[src/common/rs_pkg.sv]
`default_nettype none

package rs_pkg;

  parameter int WORD_W  = 32;
  parameter int REG_NUM = 64;
  parameter int REG_W   = 6;
  parameter int SLOT_W  = 6;   // up to 64 stations per bank

  typedef enum logic [1:0] {
    UNIT_ADD = 2'd0,
    UNIT_MUL = 2'd1,
    UNIT_MV  = 2'd2
  } unit_e;

  // producer kind, NONE means the register holds its value
  typedef enum logic [1:0] {
    KIND_NONE = 2'd0,
    KIND_ADD  = 2'd1,
    KIND_MUL  = 2'd2
  } kind_e;

  typedef struct packed {
    kind_e             kind;
    logic [SLOT_W-1:0] slot;
  } tag_t;

  parameter tag_t TAG_NONE = '{kind: KIND_NONE, slot: '0};

  typedef struct packed {
    logic [WORD_W-$bits(tag_t)-1:0] pad;
    tag_t                           tag;
  } wait_t;

  // value once ready, producer tag while waiting
  typedef union packed {
    logic signed [WORD_W-1:0] value;
    wait_t                    waiting;
  } operand_u;

  typedef struct packed {
    logic     ready;
    operand_u word;
  } operand_t;

  typedef struct packed {
    logic     busy;
    operand_t opa;
    operand_t opb;
  } entry_t;

  typedef struct packed {
    unit_e                    unit;
    logic [REG_W-1:0]         dst;
    logic [REG_W-1:0]         src1;
    logic [REG_W-1:0]         src2;
    logic                     has_imm;
    logic signed [WORD_W-1:0] imm;
  } issue_req_t;

  typedef struct packed {
    logic                     en;
    logic                     direct;  // immediate mv, value goes straight in
    logic [REG_W-1:0]         dst;
    tag_t                     tag;
    logic signed [WORD_W-1:0] value;
  } rename_t;

  typedef struct packed {
    logic                     valid;
    tag_t                     tag;
    logic signed [WORD_W-1:0] value;
  } cdb_t;

endpackage

`default_nettype wire

[src/rtl/issue_router.sv]
`timescale 1ns/10ps
`default_nettype none

module issue_router (
  input  logic                      issue_valid,
  input  rs_pkg::issue_req_t        issue,
  input  rs_pkg::operand_t          opa,
  input  rs_pkg::operand_t          opb,
  input  logic                      add_full,
  input  logic [rs_pkg::SLOT_W-1:0] add_free_slot,
  input  logic                      mul_full,
  input  logic [rs_pkg::SLOT_W-1:0] mul_free_slot,
  output logic                      issue_accept,
  output logic                      add_alloc,
  output logic                      mul_alloc,
  output rs_pkg::entry_t            entry,
  output rs_pkg::rename_t           rename
);
  import rs_pkg::*;

  logic     imm_mv;
  logic     reg_mv;
  logic     to_add;
  logic     to_mul;
  operand_t imm_op;
  operand_t zero_op;

  assign imm_mv = (issue.unit == UNIT_MV) && issue.has_imm;
  assign reg_mv = (issue.unit == UNIT_MV) && !issue.has_imm;
  assign to_add = (issue.unit == UNIT_ADD) || reg_mv;
  assign to_mul = (issue.unit == UNIT_MUL);

  assign add_alloc    = issue_valid && to_add && !add_full;
  assign mul_alloc    = issue_valid && to_mul && !mul_full;
  assign issue_accept = add_alloc || mul_alloc || (issue_valid && imm_mv);

  always_comb begin
    imm_op.ready       = 1'b1;
    imm_op.word.value  = issue.imm;
    zero_op.ready      = 1'b1;
    zero_op.word.value = '0;
  end

  // mv copies src1, add with zero
  always_comb begin
    entry.busy = 1'b1;
    entry.opa  = opa;
    if (reg_mv) begin
      entry.opb = zero_op;
    end else if (issue.has_imm) begin
      entry.opb = imm_op;
    end else begin
      entry.opb = opb;
    end
  end

  always_comb begin
    rename.en     = issue_accept;
    rename.direct = imm_mv;
    rename.dst    = issue.dst;
    rename.value  = issue.imm;
    if (imm_mv) begin
      rename.tag = TAG_NONE;
    end else if (to_mul) begin
      rename.tag = '{kind: KIND_MUL, slot: mul_free_slot};
    end else begin
      rename.tag = '{kind: KIND_ADD, slot: add_free_slot};
    end
  end

endmodule

`default_nettype wire

[config.mk]
export PLATFORM = sky130hd
export DESIGN_NAME = issue_router
export DESIGN_NICKNAME = d
export VERILOG_FILES = /design/src/common/rs_pkg.sv /design/src/rtl/issue_router.sv
export SDC_FILE = /design/constraint.sdc
export NUM_CORES = 1
export LEC_CHECK = 0
export BUFFER_PORTS_ARGS = -buffer_cell sky130_fd_sc_hd__buf_4
export CORE_AREA = 2 2 97 99
export DETAILED_ROUTE_END_ITERATION = 10
export DIE_AREA = 0 0 99 101
export RECOVER_POWER = 100
export SLEW_MARGIN = 20
export SYNTH_ARGS = -nofsm -noshare
export SYNTH_HDL_FRONTEND = slang
export SYNTH_SLANG_ARGS = --single-unit
[constraint.sdc]
create_clock -name vclk -period 1.35
set_input_delay 0.27 -clock vclk [all_inputs]
set_output_delay 0.27 -clock vclk [all_outputs]
set_load 0.01 [all_outputs]
### After elaboration in Yosys (flattened, before gate mapping)

Index checks and enable logic that the tools add are counted.

* register bits after elaboration: 0
* bits in latches: 0
* RAM bits: 0
* memory bits (read-only): 0
* input port bits: 134
* output and inout port bits: 118
* logic and storage cells: 20
* memories: 0

* add/subtract/negate cells: 0
* $mul: 0
* divide/modulo/power cells: 0
* magnitude comparators: 0
* equality and inequality tests: 2
* shift-type cells: 0
* multiplexer cells: 4
* bitwise gates (word level): 0
* reduce and logical (&&, ||, !) cells: 14

Operators by type and width (number)
* two-way mux 33 bit: 2
* two-way mux 8 bit: 2
* logical AND 1 bit: 7
* zero test 1 bit: 3
* logical OR 1 bit: 3
* equality test 2 x 1 -> 1 bit, second input constant: 1
* equality test 2 bit, second input constant: 1
* zero test 2 bit: 1

### Depth between registers and ports, before layout

* word-level depth: 7
* mapped depth: 5

### Worst setup path after synthesis

Ideal clock, no wire load.

* kind: input port to output port
* from: input issue[32] in the netlist's numbering
* to: output rename[47] in the netlist's numbering
* arrival: 1021 ps
* data required time: 1080 ps
* path slack: 59 ps
* stages: 4
* buffers on the path: 2
* path through: buf_6 and2_1 o311a_1 buf_4

* cells in the longest elaborated chain, start to end: 7

Ends and longest elaborated chain
* start: declaration: line issue_router.sv:6 `input rs_pkg::issue_req_t issue,`
* zero test 1 bit: line issue_router.sv:29 `assign reg_mv = (issue.unit == UNIT_MV) && !issue.has_imm;`
* logical AND 1 bit: line issue_router.sv:29
* logical OR 1 bit: line issue_router.sv:30 `assign to_add = (issue.unit == UNIT_ADD) || reg_mv;`
* logical AND 1 bit (2 in series): line issue_router.sv:33 `assign add_alloc = issue_valid && to_add && !add_full;`
* logical OR 1 bit: line issue_router.sv:35 `assign issue_accept = add_alloc || mul_alloc || (issue_valid && imm_mv);`
* logical OR 1 bit (*): line issue_router.sv:35
* end: declaration: line issue_router.sv:17 `output rs_pkg::rename_t rename`

Mark *: on every way between the ends. The rest lies on a longest branch, timed or not.

==> flow_metrics.py <==
metrics = {
    "die": {
        "io_pins": 252,
        "die_h_um": 101,
        "die_w_um": 99,
        "core_area_um2": 8980,
        "initial_core_util": 0.152,
        "die_area_um2": 10000,
        "num_rows": 35,
    },
    "cells_and_area": {
        "seq_cells": 0,
        "area_growth_pct": 62.7,
        "utilization": 0.248,
        "final_cell_mix": "buf_4 (132), nand2b_1 (38), nand2_1 (32), clkbuf_1 (32), o21ai_2 (22)",
        "fillers": 1040,
        "clockBufferCount": 0,
        "final_area_um2": 2230,
        "multi_input_area_um2": 805,
        "final_common_cell": "buf_4",
        "drive_above_1_share": 0.565,
        "regArea_um2": 0,
        "diodes": 0,
        "fin_nets": 437,
    },
    "status": {
        "violations": "setup timing",
        "status": "finished, violations left",
    },
    "routing": {
        "drt_iter0_drc": 27,
        "first_pass_iters": 4,
        "vias": 1630,
        "ant_nets": 0,
        "wl_per_cell_um": 13.7,
        "drt-vias-per-instance": 3.96,
        "drt-total-wl_um": 5650,
        "drcViolationCount": 0,
    },
    "sta": {
        "drv_slew": 0,
        "timing.fmax_mhz": 724,
        "fin_ws_ns": -0.0314,
        "setup_viol": 32,
        "hold_viol_final": 0,
        "post-route-period-util": 1.02,
        "grt_setup_unrepaired": "yes",
        "min_period_ns": 1.38,
    },
    "global_routing": {
        "grt_start_max_net_pins": 34,
        "track_usage": 0.0847,
        "use_met2": 0.173,
        "busiest_layer": "met2",
        "use_met3": 0.0118,
        "grt_antenna_before_repair": 0,
        "grt_use_met1": 0.0889,
        "grt_overflow": 0,
        "grt_pass1_wl_um": 6930,
        "first_global_vias": 1373,
    },
    "placement": {
        "dpl_cell_area_um2": 2170,
        "io_buffer_count": 161,
        "hpwl_um": 4490,
        "gp_congestion": 0.652,
        "place_ws_ns": -0.0807,
    },
    "critical_path": {
        "cp_cell_sequence": "buf_8 -> and2b_4 -> clkbuf_16 -> o21ai_2 -> buf_4",
        "max_stage_delay_ns": 0.35,
        "worst-setup-path-type": "primary input to output pin",
        "crit_family": "buffers and inverters",
        "startpoint_type": "primary input",
        "critPathCaptureType": "output pin",
        "setup.worst_path.end": "entry[15]",
        "crit_path_start": "issue[51]",
        "cp.buffers_inverters": 3,
        "cp_data_arrival_time_ns": 1.11,
        "crit_path_top_delay_cell": "and2b_4",
        "crit_cells": 5,
        "required_ns": 1.08,
        "critPathMaxFanout": 7,
    },
    "synthesis": {
        "syn_area_um2": 1370,
        "synth_cell_type_count": 20,
        "syn-num-nets": 349,
        "syn_avg_cell_area_um2": 6.37,
        "netlist_instances": 215,
        "yosysSeqAreaShare": 0,
        "ys.warnings.count": 0,
    },
    "pwr": {
        "power.internal_uw": 449,
        "pwr_density_cell_nw_per_um2": 359,
        "p_clk_frac": 0,
        "netSwitchingFraction": 0.438,
        "switchingPower_uw": 350,
        "total_power_uw": 799,
        "p_seq_frac": 0,
        "irDropWorstVdd_v": 0.000114,
        "power_leakage_uw": 0.00107,
        "p_comb_frac": 1.000,
    },
    "clocking": {
        "cts_setup_buffers": 0,
    },
    "job": {
        "maxCapViolCount": 0,
    },
    "min_path": {
        "worst_hold_path_type": "primary input to output pin",
    },
}
-- repair_timing --
| action | CTS | global route |
|---|---|---|
| gates cloned | 0 | 3 |
| gates resized for setup | 3 | 29 |
| setup endpoints to repair | 39 | 42 |
| pin swaps | 1 | 18 |
| hold buffers | 0 | 0 |
-- stage by stage --
stage / instances / hold slack [ns] / setup TNS [ns]
floorplan: 215 / 0.576 / 0
global placement: 409 / 0.540 / -0.697
detailed placement: 409 / 0.540 / -0.900
CTS: 409 / 0.540 / -0.541
global route: 412 / 0.540 / -2.30
finish: 412 / 0.540 / -0.674
-- final cells by class --
class	instances	share of cell area
Multi-Input combinational cell	125	0.361
Timing Repair Buffer	174	0.573
Inverter	2	0.00337
Tap cell	111	0.0624
-- metal layers --
layer  routed length, um  vias to the layer above  part of all wire
li1                    -                      794                 -
met3                 486                       18             0.086
met1                1890                      716              0.33
met5                   0                        -                 0
met4                 146                        0             0.026
met2                3130                      102              0.55
-- how the worst min path moves through the flow --
stage,slack [ns],cells after the start,from,endpoint
after global routing,0.54,0,opa[9],entry[42]
final,0.54,0,opa[3],entry[36]
after detailed placement,0.54,0,opa[10],entry[43]
after floorplan,0.58,1,add_full,add_alloc
after global placement,0.54,0,opa[10],entry[43]
after CTS,0.54,0,opa[10],entry[43]
-- synthesized netlist by cell type --
| master | count | area (um^2) |
|---|---|---|
| and2_1 | 2 | 12.5 |
| o21ai_1 | 33 | 165 |
| o221a_1 | 6 | 67.6 |
| inv_2 | 1 | 3.75 |
| clkbuf_1 | 3 | 11.3 |
| a21boi_0 | 3 | 22.5 |
| nor4b_2 | 1 | 15.0 |
| o311a_1 | 1 | 10.0 |
| or3_1 | 1 | 6.26 |
| nor3b_1 | 1 | 7.51 |
| nand2_1 | 32 | 120 |
| a21boi_1 | 3 | 22.5 |
| buf_6 | 2 | 22.5 |
| conb_1 | 1 | 3.75 |
| and2b_4 | 1 | 10.0 |
| inv_1 | 1 | 3.75 |
| buf_4 | 80 | 601 |
| nand2b_1 | 39 | 244 |
| a21oi_1 | 1 | 5.00 |
| buf_2 | 3 | 15.0 |
-- kinds of logic after synthesis --
family / after synthesis / synth area share
simple gates: 77 / 0.303
compound gates: 47 / 0.214
buf+inv: 90 / 0.480
other cells: 1 / 0.00274
-- power by group through the flow --
| stage | Combinational [uW] | Clock (uW) | Sequential [uW] |
|---|---|---|---|
| after floorplan | 482 | 0 | 0 |
| after global placement | 772 | 0 | 0 |
| after detailed placement | 780 | 0 | 0 |
| after CTS | 785 | 0 | 0 |
| after global routing | 866 | 0 | 0 |
| final | 799 | 0 | 0 |
Note: power is estimated with default switching activity, not from simulation.
