===== src/common/rs_pkg.sv =====
`default_nettype none

package rs_pkg;

  parameter int WORD_W  = 32;
  parameter int REG_NUM = 64;
  parameter int REG_W   = 6;
  parameter int SLOT_W  = 6;   // up to 64 stations per bank

  typedef enum logic [1:0] {
    UNIT_ADD = 2'd0,
    UNIT_MUL = 2'd1,
    UNIT_MV  = 2'd2
  } unit_e;

  // producer kind, NONE means the register holds its value
  typedef enum logic [1:0] {
    KIND_NONE = 2'd0,
    KIND_ADD  = 2'd1,
    KIND_MUL  = 2'd2
  } kind_e;

  typedef struct packed {
    kind_e             kind;
    logic [SLOT_W-1:0] slot;
  } tag_t;

  parameter tag_t TAG_NONE = '{kind: KIND_NONE, slot: '0};

  typedef struct packed {
    logic [WORD_W-$bits(tag_t)-1:0] pad;
    tag_t                           tag;
  } wait_t;

  // value once ready, producer tag while waiting
  typedef union packed {
    logic signed [WORD_W-1:0] value;
    wait_t                    waiting;
  } operand_u;

  typedef struct packed {
    logic     ready;
    operand_u word;
  } operand_t;

  typedef struct packed {
    logic     busy;
    operand_t opa;
    operand_t opb;
  } entry_t;

  typedef struct packed {
    unit_e                    unit;
    logic [REG_W-1:0]         dst;
    logic [REG_W-1:0]         src1;
    logic [REG_W-1:0]         src2;
    logic                     has_imm;
    logic signed [WORD_W-1:0] imm;
  } issue_req_t;

  typedef struct packed {
    logic                     en;
    logic                     direct;  // immediate mv, value goes straight in
    logic [REG_W-1:0]         dst;
    tag_t                     tag;
    logic signed [WORD_W-1:0] value;
  } rename_t;

  typedef struct packed {
    logic                     valid;
    tag_t                     tag;
    logic signed [WORD_W-1:0] value;
  } cdb_t;

endpackage

`default_nettype wire


===== src/station_bank/station_bank.sv =====
`timescale 1ns/10ps
`default_nettype none

module station_bank #(
  parameter int            DEPTH = 8,
  parameter rs_pkg::kind_e UNIT  = rs_pkg::KIND_ADD
) (
  input  logic                      clk,
  input  logic                      arst_n,
  input  logic                      alloc,
  input  rs_pkg::entry_t            entry_in,
  input  rs_pkg::cdb_t              add_cdb,
  input  rs_pkg::cdb_t              mul_cdb,
  output logic                      full,
  output logic [rs_pkg::SLOT_W-1:0] free_slot,
  output rs_pkg::cdb_t              cdb
);
  import rs_pkg::*;

  localparam int IDX_W = (DEPTH > 1) ? $clog2(DEPTH) : 1;

  logic [DEPTH-1:0]         busy;
  operand_t                 opa_q [DEPTH];
  operand_t                 opb_q [DEPTH];
  logic [DEPTH-1:0]         ready;
  logic [IDX_W-1:0]         free_idx;
  logic [IDX_W-1:0]         fire_idx;
  logic                     fire;
  logic signed [WORD_W-1:0] src_a;
  logic signed [WORD_W-1:0] src_b;
  logic signed [WORD_W-1:0] alu_res;
  logic                     cdb_valid_q;
  tag_t                     cdb_tag_q;
  logic signed [WORD_W-1:0] cdb_value_q;

  // capture a broadcast value for a waiting operand
  function automatic operand_t wake(input operand_t op, input cdb_t a, input cdb_t m);
    operand_t res;
    res = op;
    if (!op.ready) begin
      if (a.valid && a.tag == op.word.waiting.tag) begin
        res.ready      = 1'b1;
        res.word.value = a.value;
      end else if (m.valid && m.tag == op.word.waiting.tag) begin
        res.ready      = 1'b1;
        res.word.value = m.value;
      end
    end
    return res;
  endfunction

  always_comb begin
    free_idx = '0;
    for (int i = DEPTH - 1; i >= 0; i--) begin
      if (!busy[i]) free_idx = IDX_W'(i);  // lowest free wins
    end
  end

  assign full      = &busy;
  assign free_slot = SLOT_W'(free_idx);

  always_comb begin
    for (int i = 0; i < DEPTH; i++) begin
      ready[i] = busy[i] && opa_q[i].ready && opb_q[i].ready;
    end
  end

  always_comb begin
    fire_idx = '0;
    for (int i = DEPTH - 1; i >= 0; i--) begin
      if (ready[i]) fire_idx = IDX_W'(i);
    end
  end

  assign fire  = |ready;
  assign src_a = opa_q[fire_idx].word.value;
  assign src_b = opb_q[fire_idx].word.value;

  // one shared unit per bank, low word only
  if (UNIT == KIND_MUL) begin : g_mul
    assign alu_res = src_a * src_b;
  end else begin : g_add
    assign alu_res = src_a + src_b;
  end

  always_ff @(posedge clk or negedge arst_n) begin
    if (!arst_n) begin
      busy <= '0;
    end else begin
      if (fire) busy[fire_idx] <= 1'b0;
      if (alloc) busy[free_idx] <= entry_in.busy;
    end
  end

  always_ff @(posedge clk) begin
    for (int i = 0; i < DEPTH; i++) begin
      if (alloc && free_idx == IDX_W'(i)) begin
        opa_q[i] <= entry_in.opa;
        opb_q[i] <= entry_in.opb;
      end else begin
        opa_q[i] <= wake(opa_q[i], add_cdb, mul_cdb);
        opb_q[i] <= wake(opb_q[i], add_cdb, mul_cdb);
      end
    end
  end

  always_ff @(posedge clk or negedge arst_n) begin
    if (!arst_n) begin
      cdb_valid_q <= 1'b0;
    end else begin
      cdb_valid_q <= fire;  // single cycle pulse per result
    end
  end

  always_ff @(posedge clk) begin
    if (fire) begin
      cdb_tag_q   <= '{kind: UNIT, slot: SLOT_W'(fire_idx)};
      cdb_value_q <= alu_res;
    end
  end

  assign cdb = '{valid: cdb_valid_q, tag: cdb_tag_q, value: cdb_value_q};

endmodule

`default_nettype wire


===== config.mk =====
export PLATFORM = sky130hd
export DESIGN_NAME = station_bank
export DESIGN_NICKNAME = d
export VERILOG_FILES = /design/src/common/rs_pkg.sv /design/src/station_bank/station_bank.sv
export SDC_FILE = /design/constraint.sdc
export NUM_CORES = 2
export LEC_CHECK = 0
export BUFFER_PORTS_ARGS = -buffer_cell sky130_fd_sc_hd__clkbuf_2
export CORE_MARGIN = 5
export CORE_UTILIZATION = 35
export CTS_BUF_LIST = sky130_fd_sc_hd__clkbuf_2
export DETAILED_ROUTE_END_ITERATION = 7
export PLACE_DENSITY_LB_ADDON = 0.08
export SLEW_MARGIN = 0
export SYNTH_ARGS = -nofsm -noshare
export SYNTH_HDL_FRONTEND = slang
export SYNTH_SLANG_ARGS = --single-unit

===== constraint.sdc =====
create_clock -name clk -period 12.23 [get_ports clk]
set_input_delay 2.446 -clock clk [delete_from_list [all_inputs] [get_ports clk]]
set_output_delay 2.446 -clock clk [all_outputs]
set_load 0.005 [all_outputs]

# After elaboration in Yosys (flattened, before gate mapping)
# Memories as Yosys holds them, arrays and structs flattened.
# Index checks and enable logic that the tools add are counted.
# op_classes
n_lt_le_gt_ge	4
n_eq_ne	39
mux	127
bitwise_logic	18
n_reduce_logical	61
n_addsub	1
# ops
operator	count
$mux W33	80
$eq A8 B8 Y1	32
$logic_and A1 B1 Y1	58
$mux W3	16
$add A32 B32 Y32	1
$mux W1	26
$mux W8	2
$or A1 B1 Y1	16
$eq A3 B3 Y1 const B	4
$and A8 B8 Y8	1
$bwmux W8	1
$lt A3 B4 Y1 const B	2
$not A8 Y8	1
$reduce_and A8 Y1	1
$reduce_or A8 Y1	1
$demux W1 S3	2
$eq A3 B2 Y1 const B	2
$ge A3 B1 Y1 const B	2
$eq A3 B1 Y1 const B	1
$logic_not A3 Y1	1
# totals
memories	2
reg_bits	44
mem_bits_rw	528
output_inout_bits	48
elab_cells	256
in_bits	152
# memory_table
name	words	word_bits	rd	rd_clocked_by_memory_dff	wr	line	source
opa_q	8	33	9	0	8	station_bank.sv:23	operand_t opa_q [DEPTH];
opb_q	8	33	9	0	8	station_bank.sv:24	operand_t opb_q [DEPTH];

# Logic depth before layout (Yosys ltp)
# An unclocked memory read counts as a cell.
# logic_depth
depth_word	20
mapped_depth	23
mapped_depth_nobuf	20

# Least setup slack after synthesis
# Ideal clock, no wire load.
# synth_path
kind	input -> register
from	input port add_cdb[32] in the netlist's numbering
to	memory opb_q[0][0] in the netlist's numbering, enable pin
path_buffers	4
setup_slack_ns	6.948
cell_stages	10
required_ns	11.841
t_arrival_ns	4.893
setup_ns	0.389
path_cell_list	clkbuf_1 -> buf_2 -> xnor2_1 -> nand3_1 -> nor4_4 -> a41oi_1 -> or2_1 -> clkbuf_1 -> buf_2 -> nand2_1
# synth_rtl
element	line	source
start: declaration	station_bank.sv:12	input rs_pkg::cdb_t add_cdb,
end: declaration	station_bank.sv:24	

==> parameters.txt <==
Parameter                              Value

Clocking
  Clock slew at the register clock pins of the worst setup and hold paths    110 ps
  Clock sink count    572
  Clock tree from TritonCTS    done
  Clock Tree Root    sky130_fd_sc_hd__clkbuf_2
  Post-CTS setup-driven buffer insertion count    0
  Post-cts gate resize count    0
  Deepest clock path buffer count    3
  Clock latency on the worst-skew pair    1420 ps
  CTS H-tree depth    4
  Total CTS buffers    174
  Number of hold-repair buffers added at the cts stage    0

Yosys
  Library cell with the highest instance count after synthesis    sky130_fd_sc_hd__nand2_1
  Async set-reset flop share out of synthesis    1.573%
  Largest family of logic cells by synthesized area    compound AO/OA/AOI/OAI gates
  Number of flops mapped to enable cells by yosys    547
  Ys Warns    0
  Top_reg_cell synth    sky130_fd_sc_hd__edfxtp_1
  Cell type contributing the most total cell area after synthesis    sky130_fd_sc_hd__edfxtp_1
  Cells after Synth    3933
  Biggest area contributors in the synthesized netlist    sky130_fd_sc_hd__edfxtp_1 41%, sky130_fd_sc_hd__mux2i_1 14%, sky130_fd_sc_hd__nand2_1 8.2%, sky130_fd_sc_hd__o31ai_2 8.1%, sky130_fd_sc_hd__o31ai_1 4.7%
  Post-synthesis mux area share    14.16%
  Area share of the leading cell type in the synthesized netlist    40.83%
  Most numerous cell types in the synthesized netlist    880 x sky130_fd_sc_hd__nand2_1, 569 x sky130_fd_sc_hd__mux2i_1, 547 x sky130_fd_sc_hd__edfxtp_1, 260 x sky130_fd_sc_hd__o31ai_2, 254 x sky130_fd_sc_hd__o31ai_1
  Compound-Gate Fraction of Synth Area    17.91%
  Simple-Gate Fraction of Synth Area    12.78%
  #FFs+latches synth    572
  Post-synthesis share of cell area spent on full adders, half adders and majority gates    1.014%
  Fraction of synthesized cell area in xor and xnor cells    6.226%
  Mean Syn Cell Area    10.23 µm²
  Distinct cell type count after synthesis    57
  Share of synthesized area occupied by flip-flops and latches    42.18%
  Synthesized area    40230 µm²

STA
  Transition at the pin with the smallest max-transition slack    1154 ps
  Relative max-transition margin    22.34%
  Final min period    6686 ps
  Post-Route Hold Slack    485.1 ps
  Final setup TNS    0 ps
  Fmax achieved    149.6 MHz
  Worst clock skew    110.0 ps
  Unrepaired setup endpoints after global routing    false
  Count of pins over their slew limit    0
  Final setup violating endpoints    0
  Final Cycle Share    54.67%
  Endpoints failing hold    0

Placed design
  GP Congestion    0.9467
  Area post-placement    41720 µm²
  HPWL after DPL    110.5 mm
  Count of port buffers added during placement    191

Critical path
  Type of element capturing the critical path    flip-flop
  Critical path launch point type    flip-flop
  Data arrival time of the critical path    7810 ps
  Required time of the critical path    13350 ps
  Kind of critical path    reg2reg
  Highest net fanout along the worst path    69

Floorplanning
  Die width    349.0 µm
  Vertical die dimension    349.0 µm
  Effective utilization at floorplan    35.23%
  Die area    121800 µm²
  Core Region    114200 µm²
  Top-level I/O count    200
  Placement row count    124

Power and ir drop
  Power per cell area    219.0 nW/µm²
  Worst supply voltage drop on vdd    0.0002977 V
  Static Leakage    0.01400 µW

Routing
  Number of DRC markers after the initial detailed-route iteration    3420
  Wirelength per Cell    32.18 µm
  Number of vias after detailed routing    33180
  Residual DRC count    0
  Residual antenna-violating net count after detailed routing    0
  Detailed-routed wire length on met3    15.22 mm
  Metal1 wirelength    81.01 mm
  Total met2 wirelength after detailed routing    75.46 mm
  Detail-routed via count per cell    5.980
  Length of the first detailed-routing pass in iterations    6
  Highest routed layer    met5
  Total Wirelength    178.5 mm

Job
  Number of maximum-capacitance constraint violations    0

Global routing
  Pin count of the biggest net entering global routing    132
  Wire length of the first global-routing pass    250.8 mm
  Number of antenna violations at the first check in global routing    7
  Overall track demand over capacity in global routing    28.52%
  Grt ovf    0
  Via count of the first global-routing pass    31800

Final layout
  Area delta synth->final    7.293%
  Number of nets in the layout    4104
  Ratio of cells with drive above 1 in the final layout    21.68%
  Fin area    43170 µm²
  Core Util, Final    37.80%

Hold path
  Hold crit path type    reg2reg

Outcome
  Run status    finished clean
## power breakdown
| part | switching, µW | internal, µW | leakage (µW) |
|---|---|---|---|
| Sequential | 159 | 2600 | 0.00534 |
| Combinational | 3630 | 1570 | 0.00753 |
| Clock | 941 | 564 | 0.00113 |
| Total | 4730 | 4730 | 0.0140 |
## critical path, stage by stage, from the launching register on
cell and delay (ps):
sky130_fd_sc_hd__dfxtp_1 530, sky130_fd_sc_hd__nand3_1 170, sky130_fd_sc_hd__a211oi_1 430, sky130_fd_sc_hd__and2_4 390, sky130_fd_sc_hd__nor2_4 90, sky130_fd_sc_hd__buf_12 250
sky130_fd_sc_hd__nand2_2 350, sky130_fd_sc_hd__buf_4 580, sky130_fd_sc_hd__o221ai_1 240, sky130_fd_sc_hd__a211oi_1 390, sky130_fd_sc_hd__ha_1 330, sky130_fd_sc_hd__a211oi_1 440
sky130_fd_sc_hd__o211ai_1 280, sky130_fd_sc_hd__nand4_1 240, sky130_fd_sc_hd__a21oi_1 180, sky130_fd_sc_hd__o21ai_1 500, sky130_fd_sc_hd__o21ai_1 270, sky130_fd_sc_hd__a221o_1 380
sky130_fd_sc_hd__a21oi_1 180, sky130_fd_sc_hd__xnor2_1 90
## path summary, 6_finish.rpt
check	slack, ps	endpoint	depth (start not counted)	start
max	5540	cdb_value_q[31]	19	opa_q[3][32]
min	490	opb_q[5][32]	2	opb_q[5][32]
max reg2reg	5540	cdb_value_q[31]	19	opa_q[3][32]
min in group asynchronous	940	busy[2]	1	arst_n
min reg2reg	490	opb_q[5][32]	2	opb_q[5][32]
max in group asynchronous	11030	busy[4]	1	arst_n
## sequential cells by signal, indices dropped and copies added (netlist names)
| register | cells |
|---|---|
| busy | 8 |
| opb_q | 264 |
| cdb_value_q | 32 |
| cdb_valid_q | 1 |
| cdb | 3 |
| opa_q | 264 |
## per-stage QoR
stage / instances / power, µW / setup WS (ps)
2_1_floorplan: 3939 / 5739 / 6948
3_3_place_gp: 5256 / 7825 / 5537
3_5_place_dp: 5256 / 7826 / 5527
4_1_cts: 5543 / 9355 / 5683
5_1_grt: 5545 / 9881 / 5236
6_report: 5548 / 9455 / 5544
## metal layers
layer	GRT usage, %	up-vias
met5	0	-
met1	41.16	16680
met4	10.65	4
li1	-	14500
met3	6.431	346
met2	41.67	1642
## cells by family (layout without fill, tap and decap cells)
logic type / count (synthesis) / count (layout)
and+or+nand+nor: 1190 / 1190
xor gates and xnor gates: 286 / 286
DFF: 572 / 572
AOI/OAI and AO/OA: 795 / 795
adders and majority gates: 32 / 32
other: 2 / 13
muxes: 569 / 569
buffers and inverters: 487 / 579
## placed cells by master (no fill, tap or decap), types with 6 or more instances in the layout
cell | Yosys | final
sky130_fd_sc_hd__or2_2 | 6 | 19
sky130_fd_sc_hd__xnor2_1 | 112 | 112
sky130_fd_sc_hd__nor4_4 | 13 | 13
sky130_fd_sc_hd__inv_1 | 13 | 13
sky130_fd_sc_hd__mux2i_1 | 569 | 569
sky130_fd_sc_hd__clkbuf_2 | 0 | 442
sky130_fd_sc_hd__a21oi_1 | 81 | 80
sky130_fd_sc_hd__a21o_1 | 11 | 10
sky130_fd_sc_hd__o221ai_1 | 47 | 47
sky130_fd_sc_hd__clkinv_1 | 0 | 22
sky130_fd_sc_hd__nand2b_1 | 9 | 9
sky130_fd_sc_hd__dfrtp_1 | 9 | 9
sky130_fd_sc_hd__a221oi_1 | 11 | 11
sky130_fd_sc_hd__nor3b_1 | 6 | 6
sky130_fd_sc_hd__o31ai_2 | 260 | 260
sky130_fd_sc_hd__nand2_1 | 880 | 861
sky130_fd_sc_hd__nor2_1 | 78 | 72
sky130_fd_sc_hd__a41oi_1 | 9 | 9
sky130_fd_sc_hd__inv_2 | 4 | 9
sky130_fd_sc_hd__a32o_1 | 44 | 44
sky130_fd_sc_hd__ha_1 | 31 | 31
sky130_fd_sc_hd__nand4_1 | 17 | 17
sky130_fd_sc_hd__nand3_1 | 84 | 84
sky130_fd_sc_hd__xor2_1 | 174 | 174
sky130_fd_sc_hd__nor3_1 | 21 | 19
sky130_fd_sc_hd__buf_4 | 14 | 80
sky130_fd_sc_hd__a211oi_1 | 7 | 7
sky130_fd_sc_hd__a31oi_1 | 16 | 16
sky130_fd_sc_hd__a211o_1 | 6 | 6
sky130_fd_sc_hd__edfxtp_1 | 547 | 547
sky130_fd_sc_hd__o21ai_0 | 18 | 18
sky130_fd_sc_hd__nor2_4 | 1 | 7
sky130_fd_sc_hd__nor4_1 | 29 | 29
sky130_fd_sc_hd__dfxtp_1 | 16 | 16
sky130_fd_sc_hd__conb_1 | 2 | 8
sky130_fd_sc_hd__o31ai_1 | 254 | 254
sky130_fd_sc_hd__and3_1 | 10 | 10
sky130_fd_sc_hd__nor2b_1 | 7 | 7
sky130_fd_sc_hd__nand2_2 | 0 | 18
## area by class of cell
| cell class | instances | area (µm²) |
|---|---|---|
| fill | 11530 | 71020 |
| tap | 1512 | 1892 |
| multi-input combinational | 2880 | 21150 |
| timing repair buffer | 275 | 1637 |
| sequential | 572 | 16970 |
| inverter | 17 | 68.82 |
| antenna | 5 | 12.51 |
| clock buffer | 251 | 1256 |
| clock inverter | 36 | 181.4 |
(Power assumes the default switching activity.)
